File: src/logic/i3c_timing_pkg.sv
// I3C bus timing constants
`default_nettype none

package i3c_timing_pkg;

  // All values are in system clock cycles

  // Hold after a detected SCL fall before SDA may change
  localparam int unsigned T_HD_DAT = 3;

  // Minimum SDA stable time before SCL rises
  localparam int unsigned T_SU_DAT = 4;

  // Rise time allowance, added on top of setup
  localparam int unsigned T_R = 2;

  // SCL synchroniser depth
  localparam int unsigned SYNC_STAGES = 2;

  // Low cycles before SCL counts as stable low
  localparam int unsigned STABLE_LOW_CYCLES = 2;

  // Width of the timing counters
  localparam int unsigned TIMING_CNT_W = 8;

endpackage

`default_nettype wire

File: src/logic/i3c_tx_pkg.sv
// I3C transmit types
`default_nettype none

package i3c_tx_pkg;

  // Flow stage FSM
  typedef enum logic [1:0] {
    IDLE,
    DRIVE_BYTE,
    DRIVE_BIT,
    NEXT_TASK
  } tx_state_e;

  // Bit driver FSM
  // DRV_IDLE also covers the SCL high phase between bits
  typedef enum logic [1:0] {
    DRV_IDLE,
    DRV_HOLD,
    DRV_SETUP,
    DRV_WAIT_RISE
  } drv_state_e;

  // Bit position counter within a byte
  localparam int unsigned BIT_CNT_W = 3;

endpackage

`default_nettype wire

File: src/logic/tx_bit_if.sv
// Flow to driver bit link
`timescale 1ns/1ns
`default_nettype none

interface tx_bit_if;
  // Bit request from the flow stage
  logic drive;
  logic drive_value;
  // 0 selects open drain, 1 push pull
  logic sel_od_pp;

  // Status back from the driver
  logic tx_idle;
  logic tx_done;
  logic setup_err;

  modport flow (output drive, drive_value, sel_od_pp,
                input  tx_idle, tx_done, setup_err);

  modport driver (input  drive, drive_value, sel_od_pp,
                  output tx_idle, tx_done, setup_err);
endinterface

`default_nettype wire

File: src/logic/bus_tx.sv
// SDA bit driver
`timescale 1ns/1ns
`default_nettype none

module bus_tx (
  input  logic     clk_i,
  input  logic     rst_ni,
  input  logic     scl_negedge_i,
  input  logic     scl_posedge_i,
  input  logic     scl_stable_low_i,
  tx_bit_if.driver tx,
  output logic     sda_o,
  output logic     sel_od_pp_o
);
  i3c_tx_pkg::drv_state_e state_q, state_d;

  logic [i3c_timing_pkg::TIMING_CNT_W-1:0] cnt_q, cnt_d;
  logic latch;
  logic load;
  logic released;
  // Bit captured at the SCL fall
  logic pend_drive_q;
  logic pend_value_q;
  logic pend_mode_q;

  assign released   = sda_o & ~sel_od_pp_o;
  assign tx.tx_idle = (state_q == i3c_tx_pkg::DRV_IDLE);

  always_comb begin : drv_fsm
    state_d      = state_q;
    cnt_d        = cnt_q + 1'b1;
    latch        = 1'b0;
    load         = 1'b0;
    tx.tx_done   = 1'b0;
    tx.setup_err = 1'b0;

    unique case (state_q)
      i3c_tx_pkg::DRV_IDLE: begin
        cnt_d = '0;
        // A fall also releases a line still held from the last bit
        if (scl_negedge_i && (tx.drive || !released)) begin
          latch   = 1'b1;
          state_d = i3c_tx_pkg::DRV_HOLD;
        end else if (scl_stable_low_i && tx.drive) begin
          latch   = 1'b1;
          state_d = i3c_tx_pkg::DRV_HOLD;
        end
      end
      i3c_tx_pkg::DRV_HOLD: begin
        if (scl_posedge_i) begin
          // Rise before the hold ended, bit counts but setup failed
          load         = 1'b1;
          tx.tx_done   = pend_drive_q;
          tx.setup_err = pend_drive_q;
          state_d      = i3c_tx_pkg::DRV_IDLE;
        end else if (32'(cnt_q) == i3c_timing_pkg::T_HD_DAT - 1) begin
          load    = 1'b1;
          // First setup cycle counts as one stable cycle
          cnt_d   = {{(i3c_timing_pkg::TIMING_CNT_W-1){1'b0}}, 1'b1};
          state_d = pend_drive_q ? i3c_tx_pkg::DRV_SETUP : i3c_tx_pkg::DRV_IDLE;
        end
      end
      i3c_tx_pkg::DRV_SETUP: begin
        if (scl_posedge_i) begin
          tx.tx_done   = 1'b1;
          tx.setup_err = 32'(cnt_q) < i3c_timing_pkg::T_SU_DAT + i3c_timing_pkg::T_R;
          state_d      = i3c_tx_pkg::DRV_IDLE;
        end else if (32'(cnt_q) >= i3c_timing_pkg::T_SU_DAT + i3c_timing_pkg::T_R) begin
          state_d = i3c_tx_pkg::DRV_WAIT_RISE;
        end
      end
      i3c_tx_pkg::DRV_WAIT_RISE: begin
        cnt_d = cnt_q;
        if (scl_posedge_i) begin
          tx.tx_done = 1'b1;
          state_d    = i3c_tx_pkg::DRV_IDLE;
        end
      end
      default: state_d = i3c_tx_pkg::DRV_IDLE;
    endcase
  end

  always_ff @(posedge clk_i or negedge rst_ni) begin : drv_state
    if (!rst_ni) begin
      state_q      <= i3c_tx_pkg::DRV_IDLE;
      cnt_q        <= '0;
      pend_drive_q <= 1'b0;
      sda_o        <= 1'b1;
      sel_od_pp_o  <= 1'b0;
    end else begin
      state_q <= state_d;
      cnt_q   <= cnt_d;
      if (latch) pend_drive_q <= tx.drive;
      // Value and mode change together, released means 1 open drain
      if (load) begin
        sda_o       <= pend_drive_q ? pend_value_q : 1'b1;
        sel_od_pp_o <= pend_drive_q & pend_mode_q;
      end
    end
  end

  always_ff @(posedge clk_i) begin : pend_bit
    if (latch) begin
      pend_value_q <= tx.drive_value;
      pend_mode_q  <= tx.sel_od_pp;
    end
  end
endmodule

`default_nettype wire

File: src/logic/bus_tx_flow.sv
// Transmit request sequencer
`timescale 1ns/1ns
`default_nettype none

module bus_tx_flow (
  input  logic       clk_i,
  input  logic       rst_ni,
  // Request handshake
  input  logic       req_byte_i,
  input  logic       req_bit_i,
  input  logic [7:0] req_value_i,
  input  logic       abort_i,
  input  logic       sel_od_pp_i,
  output logic       bus_tx_done_o,
  output logic       bus_tx_idle_o,
  output logic       req_error_o,
  output logic       bus_error_o,
  // Bit requests to the driver
  tx_bit_if.flow     tx
);
  i3c_tx_pkg::tx_state_e state_q, state_d;

  logic [i3c_tx_pkg::BIT_CNT_W-1:0] bit_cnt_q;
  logic [7:0]                       shift_q;
  logic                             req;
  logic                             load;
  logic                             first_value;

  assign req = req_byte_i | req_bit_i;

  // Only one request kind at a time
  assign req_error_o = req_byte_i & req_bit_i;

  // First bit straight from the request inputs
  assign first_value = req_byte_i ? req_value_i[7] : req_value_i[0];

  // Mode follows the requester only while a bit is driven
  assign tx.sel_od_pp = tx.drive & sel_od_pp_i;

  always_comb begin : flow_fsm
    state_d        = state_q;
    tx.drive       = 1'b0;
    // Released line by default
    tx.drive_value = 1'b1;
    bus_tx_done_o  = 1'b0;
    bus_tx_idle_o  = 1'b0;
    load           = 1'b0;

    unique case (state_q)
      i3c_tx_pkg::IDLE: begin
        bus_tx_idle_o = tx.tx_idle;
        if (tx.tx_idle && req) begin
          tx.drive       = 1'b1;
          tx.drive_value = first_value;
          load           = 1'b1;
          state_d        = req_byte_i ? i3c_tx_pkg::DRIVE_BYTE : i3c_tx_pkg::DRIVE_BIT;
        end
      end
      i3c_tx_pkg::DRIVE_BYTE: begin
        // MSB first out of the shift register
        tx.drive       = 1'b1;
        tx.drive_value = shift_q[7];
        if (tx.tx_done && (bit_cnt_q == '0)) begin
          bus_tx_done_o = 1'b1;
          state_d       = i3c_tx_pkg::NEXT_TASK;
        end
      end
      i3c_tx_pkg::DRIVE_BIT: begin
        tx.drive       = 1'b1;
        tx.drive_value = shift_q[0];
        if (tx.tx_done) begin
          bus_tx_done_o = 1'b1;
          state_d       = i3c_tx_pkg::NEXT_TASK;
        end
      end
      i3c_tx_pkg::NEXT_TASK: begin
        // Chain the next request, the driver latches it at the next fall
        if (req) begin
          tx.drive       = 1'b1;
          tx.drive_value = first_value;
          load           = 1'b1;
          state_d        = req_byte_i ? i3c_tx_pkg::DRIVE_BYTE : i3c_tx_pkg::DRIVE_BIT;
        end else begin
          state_d = i3c_tx_pkg::IDLE;
        end
      end
      default: state_d = i3c_tx_pkg::IDLE;
    endcase

    // Abort, dropped request or request error release the bus
    if (abort_i || !req || req_error_o) begin
      state_d        = i3c_tx_pkg::IDLE;
      tx.drive       = 1'b0;
      tx.drive_value = 1'b1;
      bus_tx_done_o  = 1'b0;
      load           = 1'b0;
    end
  end

  always_ff @(posedge clk_i or negedge rst_ni) begin : flow_state
    if (!rst_ni) begin
      state_q     <= i3c_tx_pkg::IDLE;
      bit_cnt_q   <= '0;
      bus_error_o <= 1'b0;
    end else begin
      state_q     <= state_d;
      bus_error_o <= tx.setup_err;
      if (load) begin
        bit_cnt_q <= '1;
      end else if ((state_q == i3c_tx_pkg::DRIVE_BYTE) && tx.tx_done) begin
        bit_cnt_q <= bit_cnt_q - 1'b1;
      end
    end
  end

  // Shift one place per sampled bit
  always_ff @(posedge clk_i) begin : shift_reg
    if (load) begin
      shift_q <= req_value_i;
    end else if ((state_q == i3c_tx_pkg::DRIVE_BYTE) && tx.tx_done) begin
      shift_q <= {shift_q[6:0], 1'b0};
    end
  end
endmodule

`default_nettype wire

File: src/logic/i3c_tx_top.sv
// I3C transmit top level
`timescale 1ns/1ns
`default_nettype none

module i3c_tx_top (
  input  logic       clk_i,
  input  logic       rst_ni,
  input  logic       scl_i,
  input  logic       req_byte_i,
  input  logic       req_bit_i,
  input  logic [7:0] req_value_i,
  input  logic       abort_i,
  input  logic       sel_od_pp_i,
  output logic       bus_tx_done_o,
  output logic       bus_tx_idle_o,
  output logic       req_error_o,
  output logic       bus_error_o,
  output logic       sda_o,
  output logic       sel_od_pp_o
);
  // SCL events
  logic scl_negedge;
  logic scl_posedge;
  logic scl_stable_low;

  // Flow to driver link
  tx_bit_if tx_bit ();

  scl_event_detect scl_evt0 (
    .clk_i            (clk_i),
    .rst_ni           (rst_ni),
    .scl_i            (scl_i),
    .scl_negedge_o    (scl_negedge),
    .scl_posedge_o    (scl_posedge),
    .scl_stable_low_o (scl_stable_low)
  );

  bus_tx_flow flow0 (
    .clk_i         (clk_i),
    .rst_ni        (rst_ni),
    .req_byte_i    (req_byte_i),
    .req_bit_i     (req_bit_i),
    .req_value_i   (req_value_i),
    .abort_i       (abort_i),
    .sel_od_pp_i   (sel_od_pp_i),
    .bus_tx_done_o (bus_tx_done_o),
    .bus_tx_idle_o (bus_tx_idle_o),
    .req_error_o   (req_error_o),
    .bus_error_o   (bus_error_o),
    .tx            (tx_bit.flow)
  );

  bus_tx tx0 (
    .clk_i            (clk_i),
    .rst_ni           (rst_ni),
    .scl_negedge_i    (scl_negedge),
    .scl_posedge_i    (scl_posedge),
    .scl_stable_low_i (scl_stable_low),
    .tx               (tx_bit.driver),
    .sda_o            (sda_o),
    .sel_od_pp_o      (sel_od_pp_o)
  );
endmodule

`default_nettype wire

File: src/logic/scl_event_detect.sv
// SCL edge and stable-low events
`timescale 1ns/1ns
`default_nettype none

module scl_event_detect (
  input  logic clk_i,
  input  logic rst_ni,
  input  logic scl_i,
  output logic scl_negedge_o,
  output logic scl_posedge_o,
  output logic scl_stable_low_o
);
  logic [i3c_timing_pkg::SYNC_STAGES-1:0] sync_q;
  logic                                    scl_q;
  logic [i3c_timing_pkg::TIMING_CNT_W-1:0] low_cnt_q;
  logic                                    scl_sync;

  // Synchronised SCL level
  assign scl_sync = sync_q[i3c_timing_pkg::SYNC_STAGES-1];

  // Bus idles high, so the chain resets to 1
  always_ff @(posedge clk_i or negedge rst_ni) begin : sync_edges
    if (!rst_ni) begin
      sync_q        <= '1;
      scl_q         <= 1'b1;
      scl_negedge_o <= 1'b0;
      scl_posedge_o <= 1'b0;
    end else begin
      sync_q        <= {sync_q[i3c_timing_pkg::SYNC_STAGES-2:0], scl_i};
      scl_q         <= scl_sync;
      // Registered pulses, SYNC_STAGES+1 cycles after the pin
      scl_negedge_o <= scl_q & ~scl_sync;
      scl_posedge_o <= ~scl_q & scl_sync;
    end
  end

  // Clears together with the rising pulse
  always_ff @(posedge clk_i or negedge rst_ni) begin : stable_low
    if (!rst_ni) begin
      low_cnt_q        <= '0;
      scl_stable_low_o <= 1'b0;
    end else if (scl_sync) begin
      low_cnt_q        <= '0;
      scl_stable_low_o <= 1'b0;
    end else if (32'(low_cnt_q) < i3c_timing_pkg::STABLE_LOW_CYCLES) begin
      low_cnt_q <= low_cnt_q + 1'b1;
    end else begin
      scl_stable_low_o <= 1'b1;
    end
  end
endmodule

`default_nettype wire

File: config.mk
export PLATFORM = sky130hd
export DESIGN_NAME = i3c_tx_top
export DESIGN_NICKNAME = d
export VERILOG_FILES = /design/src/logic/i3c_timing_pkg.sv /design/src/logic/i3c_tx_pkg.sv /design/src/logic/tx_bit_if.sv /design/src/logic/bus_tx.sv /design/src/logic/bus_tx_flow.sv /design/src/logic/i3c_tx_top.sv /design/src/logic/scl_event_detect.sv
export SDC_FILE = /design/constraint.sdc
export NUM_CORES = 1
export LEC_CHECK = 0
export ABC_CLOCK_PERIOD_IN_PS = 2200
export BUFFER_PORTS_ARGS = -buffer_cell sky130_fd_sc_hd__buf_2
export CORE_MARGIN = 2
export CORE_UTILIZATION = 35
export CTS_BUF_LIST = sky130_fd_sc_hd__clkbuf_2 sky130_fd_sc_hd__clkbuf_4 sky130_fd_sc_hd__clkbuf_8
export CTS_CLUSTER_DIAMETER = 60
export DETAILED_ROUTE_END_ITERATION = 10
export GPL_TIMING_DRIVEN = 0
export REMOVE_ABC_BUFFERS = 1
export SYNTH_ARGS = -nofsm -noshare
export SYNTH_HDL_FRONTEND = slang
export SYNTH_HIERARCHICAL = 1
export SYNTH_SLANG_ARGS = --single-unit
File: constraint.sdc
create_clock -name clk_i -period 2.2 [get_ports clk_i]
set_input_delay 0.33 -clock clk_i [delete_from_list [all_inputs] [get_ports clk_i]]
set_output_delay 0.33 -clock clk_i [all_outputs]
set_load 0.02 [all_outputs]
; ---- Yosys cells after proc, flatten, opt, wreduce, memory -nomap -nowiden
; Cells that the tools add are included.
[word_totals]
reg_bits = 43
output_inout_bits = 6
word_cells = 121
in_bits = 15
[classes]
n_bitwise = 10
n_addsub = 3
muxes = 54
n_lt_le_gt_ge = 3
eq_ne = 15
reduce_logical = 19
[op_table]
columns = operator, n
row1 = 2-to-1 mux 8 bit, 6
row2 = 2-to-1 mux 2 bit, 14
row3 = one-hot mux 8 bit (3 select lines), 1
row4 = 2-to-1 mux 1 bit, 23
row5 = "adder 8 x 1 -> 8 bit, second input constant", 2
row6 = one-hot mux 2 bit (4 select lines), 2
row7 = "!= test 3 x 1 -> 1 bit, second input constant", 4
row8 = "== test 2 bit, second input constant", 4
row9 = "== test 8 x 2 -> 1 bit, second input constant", 1
row10 = ">= comparator 8 x 3 -> 1 bit, second input constant", 1
row11 = "< comparator 8 x 2 -> 1 bit, second input constant", 1
row12 = "< comparator 8 x 3 -> 1 bit, second input constant", 1
row13 = one-hot mux 1 bit (2 select lines), 4
row14 = AND 1 bit, 6
row15 = 2-to-1 mux 3 bit, 2
row16 = "!= test 3 x 2 -> 1 bit, second input constant", 2
row17 = logical AND 1 bit, 5
row18 = "== test 2 x 1 -> 1 bit, second input constant", 2
row19 = logical NOT 2 bit, 2
row20 = one-hot mux 1 bit (4 select lines), 1
row21 = AND reduction 4 bit, 1
row22 = nonzero test 2 bit, 2
row23 = OR reduction 2 bit, 2
row24 = logical NOT 3 bit, 1
row25 = 9 further kinds, 14

; ---- Logic depth before layout (Yosys ltp)
[logic_depth]
depth_word = 9
mapped_depth = 8
depth_no_buf = 8

; ---- Cells and area by module
; The synthesis kept the hierarchy.
[by_module_without_submodules]
columns = module, seq_area_each_um2, cells_per_inst, area_per_inst_um2, instances
row1 = bus_tx_flow, 390.4, 84, 988.4, 1
row2 = bus_tx, 386.6, 96, 927.1, 1
row3 = scl_event_detect, 354.1, 36, 516.7, 1

; ---- Worst setup path before layout
; No wires, ideal clock.
[synth_path]
path_type = flip-flop to flip-flop
start = reg tx0.state_q[0]
end = reg flow0.state_q[0]
setup_time_ns = 0.079
t_required_ns = 2.121
t_arrival_ns = 1.886
n_path_buf = 0
synth_period_minus_slack_ns = 1.965
stages_incl_launch_ff = 8
setup_slack_ns = 0.235
path_cell_list = dfrtp_1 inv_1 ha_1 nor2b_1 a21boi_0 o21ba_2 a221oi_1 mux2i_1
[synth_between]
elab_cells_between_ends = 12
classes_between = 6 x eq/ne / 1 x mux / 5 x reduce/logical
[synth_lines]
columns = item, line_no
row1 = from (decl), bus_tx.sv:15  ; i3c_tx_pkg::drv_state_e state_q, state_d;
row2 = from (signal assigned), bus_tx.sv:85  ; state_q <= i3c_tx_pkg::DRV_IDLE;
row3 = from (signal assigned), bus_tx.sv:91  ; state_q <= state_d;
row4 = logical NOT 2 bit, bus_tx.sv:27  ; assign tx.tx_idle = (state_q == i3c_tx_pkg::DRV_IDLE);
row5 = named net tx_bit.tx_idle, tx_bit_if.sv:13  ; logic tx_idle;
row6 = logical AND 1 bit, bus_tx_flow.sv:52  ; if (tx.tx_idle && req) begin
row7 = != test 3 x 1 -> 1 bit (no source line), -
row8 = AND reduction 3 bit (no source line), -
row9 = to (signal assigned), bus_tx_flow.sv:102  ; state_q <= i3c_tx_pkg::IDLE;
row10 = to (signal assigned), bus_tx_flow.sv:106  ; state_q <= state_d;
row11 = to (decl), bus_tx_flow.sv:21  ; i3c_tx_pkg::tx_state_e state_q, state_d;
; The timed path passes the listed nets, and every way through them passes these cells.
; A chain may end at the register's enable or synchronous reset.

; ---- Worst setup path after layout
[layout_path]
start = reg tx0.state_q[1]
end = out bus_tx_done_o
[layout_between]
elab_chain_len = 7
elab_cells_between_ends = 10
classes_between = 3 x eq/ne / 5 x mux / 2 x reduce/logical
[layout_lines]
columns = item, line_no
row1 = == test 2 bit, bus_tx.sv:37  ; unique case (state_q)
row2 = OR reduction 2 bit (no source line), -
row3 = one-hot mux 1 bit (2 select lines) (*), bus_tx.sv:37
row4 = named net tx_bit.tx_done, tx_bit_if.sv:14  ; logic tx_done;
row5 = logical AND 1 bit, bus_tx_flow.sv:63  ; if (tx.tx_done && (bit_cnt_q == '0)) begin
row6 = 2-to-1 mux 1 bit, bus_tx_flow.sv:63
row7 = one-hot mux 1 bit (2 select lines) (*), bus_tx_flow.sv:49  ; unique case (state_q)
row8 = 2-to-1 mux 1 bit (*), bus_tx_flow.sv:91  ; if (abort_i || !req || req_error_o) begin
row9 = to (decl), i3c_tx_top.sv:14  ; output logic bus_tx_done_o,
; Mark *: on every way through the listed nets, which the timed path passes. The rest lies on a longest branch.

==> summary.txt <==
Outcome
  – Status: finished, final reports clean

Power and ir drop
  – Total Power: ~2700 uW
  – P_leak: 0.001173 uW
  – Power Density: between 900 and 1000 nW/um^2
  – VDD IR max: 0.2608 mV

STA
  – Fin. max-slew vios: 0
  – Clock Skew: 0.009291 ns
  – Fin crit share: between 90% and 100%
  – Max-slew headroom: between 50% and 60%
  – Highest Clock Rate: between 400 and 500 MHz
  – Unrepaired setup endpoints after global routing: false
  – Worst setup margin: about 0.096 ns
  – Least-Margin Pin Slew: ~0.73 ns
  – Crit path time final: 2.104 ns
  – Final hold vios: 0
  – Setup-failing EPs final: 0

Route
  – DR vias/cell: around 5.0
  – Antenna Violating Nets Remaining: 0
  – Vias: 1625
  – 1st-pass router iterations: 4
  – WL final: about 4300 um
  – Drt wl/cell: roughly 13 um
  – Drt drc: 0
  – Drt initial violations: 41

Placed design
  – Placed Area: 2590 sq um
  – DP HPWL: between 3000 and 4000 um
  – Placed Cells: 311
  – Port Buf Inserts: 20
  – Worst slack at placement: -0.2619 ns
  – GP Congestion: about 0.78

Yosys
  – Ys async rst share: roughly 77%
  – Seq cells post-synth: 43
  – Top FF cell, synth: dfrtp_1
  – Gate Count Post-Synth: 216
  – Synth warn: 6
  – Netlist cell types: 51
  – Synth area leaders: dfrtp_1, edfxtp_1, ha_1
  – Post-Syn Area per Cell: about 11 sq um
  – Sequential share of the synthesized area: 46.50%
  – Cell Area, Synth: about 2400 sq um
  – Synth area leader: dfrtp_1
  – Post-synth EDFFs: 10
  – Post-synth top area share: around 30%

Layout
  – Area grow syn2layout: 14.51%
  – Area of the multi-input gates: between 1000 and 1500 sq um
  – Fraction of layout cells with a size suffix above 1: between 20 and 30%
  – Most common cell after layout, fill and taps aside: dfrtp_1
  – FILL cells: roughly 640
  – Non-filler cells, final: around 320
  – Commonest cells after routing, fill and taps aside: dfrtp_1, buf_2, nor2_1, nor2b_1, inv_1
  – Ant diodes: 0
  – Area occupied by registers: 1134 sq um
  – Fin area: approximately 2800 sq um
  – Fin nets: around 270

Die
  – IO Pins: 21
  – DIE HEIGHT: a little under 90 um
  – Standard-cell rows: 30
  – DIE AREA: around 7600 sq um
  – Placeable Area: 6756 sq um
  – Starting density of the core: a little over a third
  – Die Width: about 87 um

Worst setup path
  – CP Launch Type: register
  – Reg-to-reg slack, setup: approximately 0.15 ns
  – Reg-to-reg endpoint: flow0/state_q[1]
  – Worst R2R Start: tx0/state_q[1]
  – CP endpoint kind: primary output
  – Worst Path Required: 1.87 ns
  – Reg2reg path depth: 7
  – Signal arrival time at the worst endpoint: ~1.8 ns
  – Critical path peak fanout: 7
  – Critical path type: reg -> out

Min path
  – Class of the worst hold path: in -> async

GRT
  – Total track usage: a little under an eighth
  – Largest net degree at the start of global routing: 34
  – First-pass GRT wire length: 7155 um
  – Antenna violations before repair: 0
  – Vias in the first global route: ~1600
  – Remaining global-route overflow: 0

CTS
  – Hold-fix buffers at CTS: 0
  – H-tree depth: 2
  – TritonCTS Sinks: 43
  – Longest Clk Path Bufs: 2
  – CTS clock-pin slew for the worst setup and hold paths: ~0.080 ns
  – Worst-skew pair later-pin latency: ~0.28 ns
  – CTS tree: built
  – Number of CTS-inserted buffers: 5
  – Clock root buffer: clkbuf_8

Run
  – Max cap viols: 0
-- Yosys cell counts (2+ instances only) --
library cell	n
dfrtp_1	29
and4b_1	2
nand3_1	4
mux2_2	4
nor2b_1	14
nor4_4	2
dfstp_2	4
nor2_1	18
buf_6	3
nand4b_1	2
mux2_4	6
xor2_1	2
nand4_1	3
xnor2_1	7
edfxtp_1	10
a21oi_1	11
nor4b_1	2
nand2_1	10
nor4_1	2
mux2i_1	4
or4_1	2
o21ai_0	6
o211ai_1	2
ha_1	15
inv_1	14
and2_1	4
a31oi_1	4
nand2b_1	7
-- routing by layer --
metal	share of wire [%]	global-route usage, %	up-vias
met3	2.1	2.844	4
met1	50	14.83	784
met5	0	0	-
met2	47	19.42	15
met4	1.4	4.476	0
li1	-	-	822
-- worst max path at each step --
stage	from	to	slack, ns	depth (start not counted)
after global routing	tx0/state_q[1]	bus_tx_done_o	0.02	6
after CTS	tx0/state_q[0]	bus_tx_done_o	0.02	6
after detailed placement	tx0/state_q[0]	flow0/shift_q[5]	-0.26	5
after global placement	tx0/state_q[0]	flow0/shift_q[4]	-0.31	5
final	tx0/state_q[1]	bus_tx_done_o	0.1	6
after floorplan	flow0/state_q[0]	flow0/shift_q[0]	0.09	4
-- registers in the layout, summed over array words and instances, names as in the netlist --
signal                     cells
flow0/shift_q                  8
scl_evt0/low_cnt_q             8
tx0/cnt_q                      8
flow0/bit_cnt_q                3
flow0/state_q                  2
scl_evt0/sync_q                2
tx0/state_q                    2
flow0/bus_error_o              1
scl_evt0/scl_negedge_o         1
scl_evt0/scl_posedge_o         1
scl_evt0/scl_q                 1
scl_evt0/scl_stable_low_o      1
tx0/pend_drive_q               1
tx0/pend_mode_q                1
tx0/pend_value_q               1
tx0/sda_o                      1
tx0/sel_od_pp_o                1
-- report_power, final --
part	total [uW]	switching [uW]	internal [uW]
Combinational	1060	558	498
Sequential	1110	131	976
Clock	490	255	234
Total	2650	945	1710
-- worst max-delay path, cell delays in order, from the launching register on --
cell	delay (ns)
dfrtp_1	0.42
inv_1	0.17
ha_4	0.20
nand2_1	0.12
a21boi_4	0.20
and4b_1	0.21
buf_2	0.16
-- layout make-up --
cell class | count | share of cell area [%]
Clock buffer | 6 | 2.740
Clock inverter | 2 | 0.4492
Inverter | 14 | 1.887
Multi-Input combinational cell | 154 | 45.96
Sequential cell | 43 | 40.70
Tap cell | 80 | 3.594
Timing Repair Buffer | 24 | 4.672
-- stage by stage --
step | hold slack, ns | setup TNS, ns | util (%)
2_1_floorplan | 0.03441 | 0 | -
3_3_place_gp | 0.3460 | -4.102 | 38.33
3_5_place_dp | 0.3469 | -3.213 | 38.33
4_1_cts | 0.1208 | 0 | 40.22
5_1_grt | 0.1291 | 0 | 41.22
6_report | 0.09480 | 0 | 41.22
-- what timing repair did --
item | in CTS | in global routing
pin swaps | 1 | 1
buffers inserted | 3 | 1
setup endpoints to repair | 18 | 19
gates resized for setup | 5 | 14
-- logic make-up after synthesis --
kind of cell / Yosys count / share of synthesized area, %
XOR/XNOR: 10 / 4.373
adder cells (fa/ha/maj): 15 / 7.716
multiplexers: 14 / 7.202
buffers and inverters: 19 / 3.909
flip-flops: 43 / 46.50
AO/OA/AOI/OAI: 35 / 9.723
AND/OR/NAND/NOR: 80 / 20.58
Note: power is estimated with default switching activity, not from simulation.
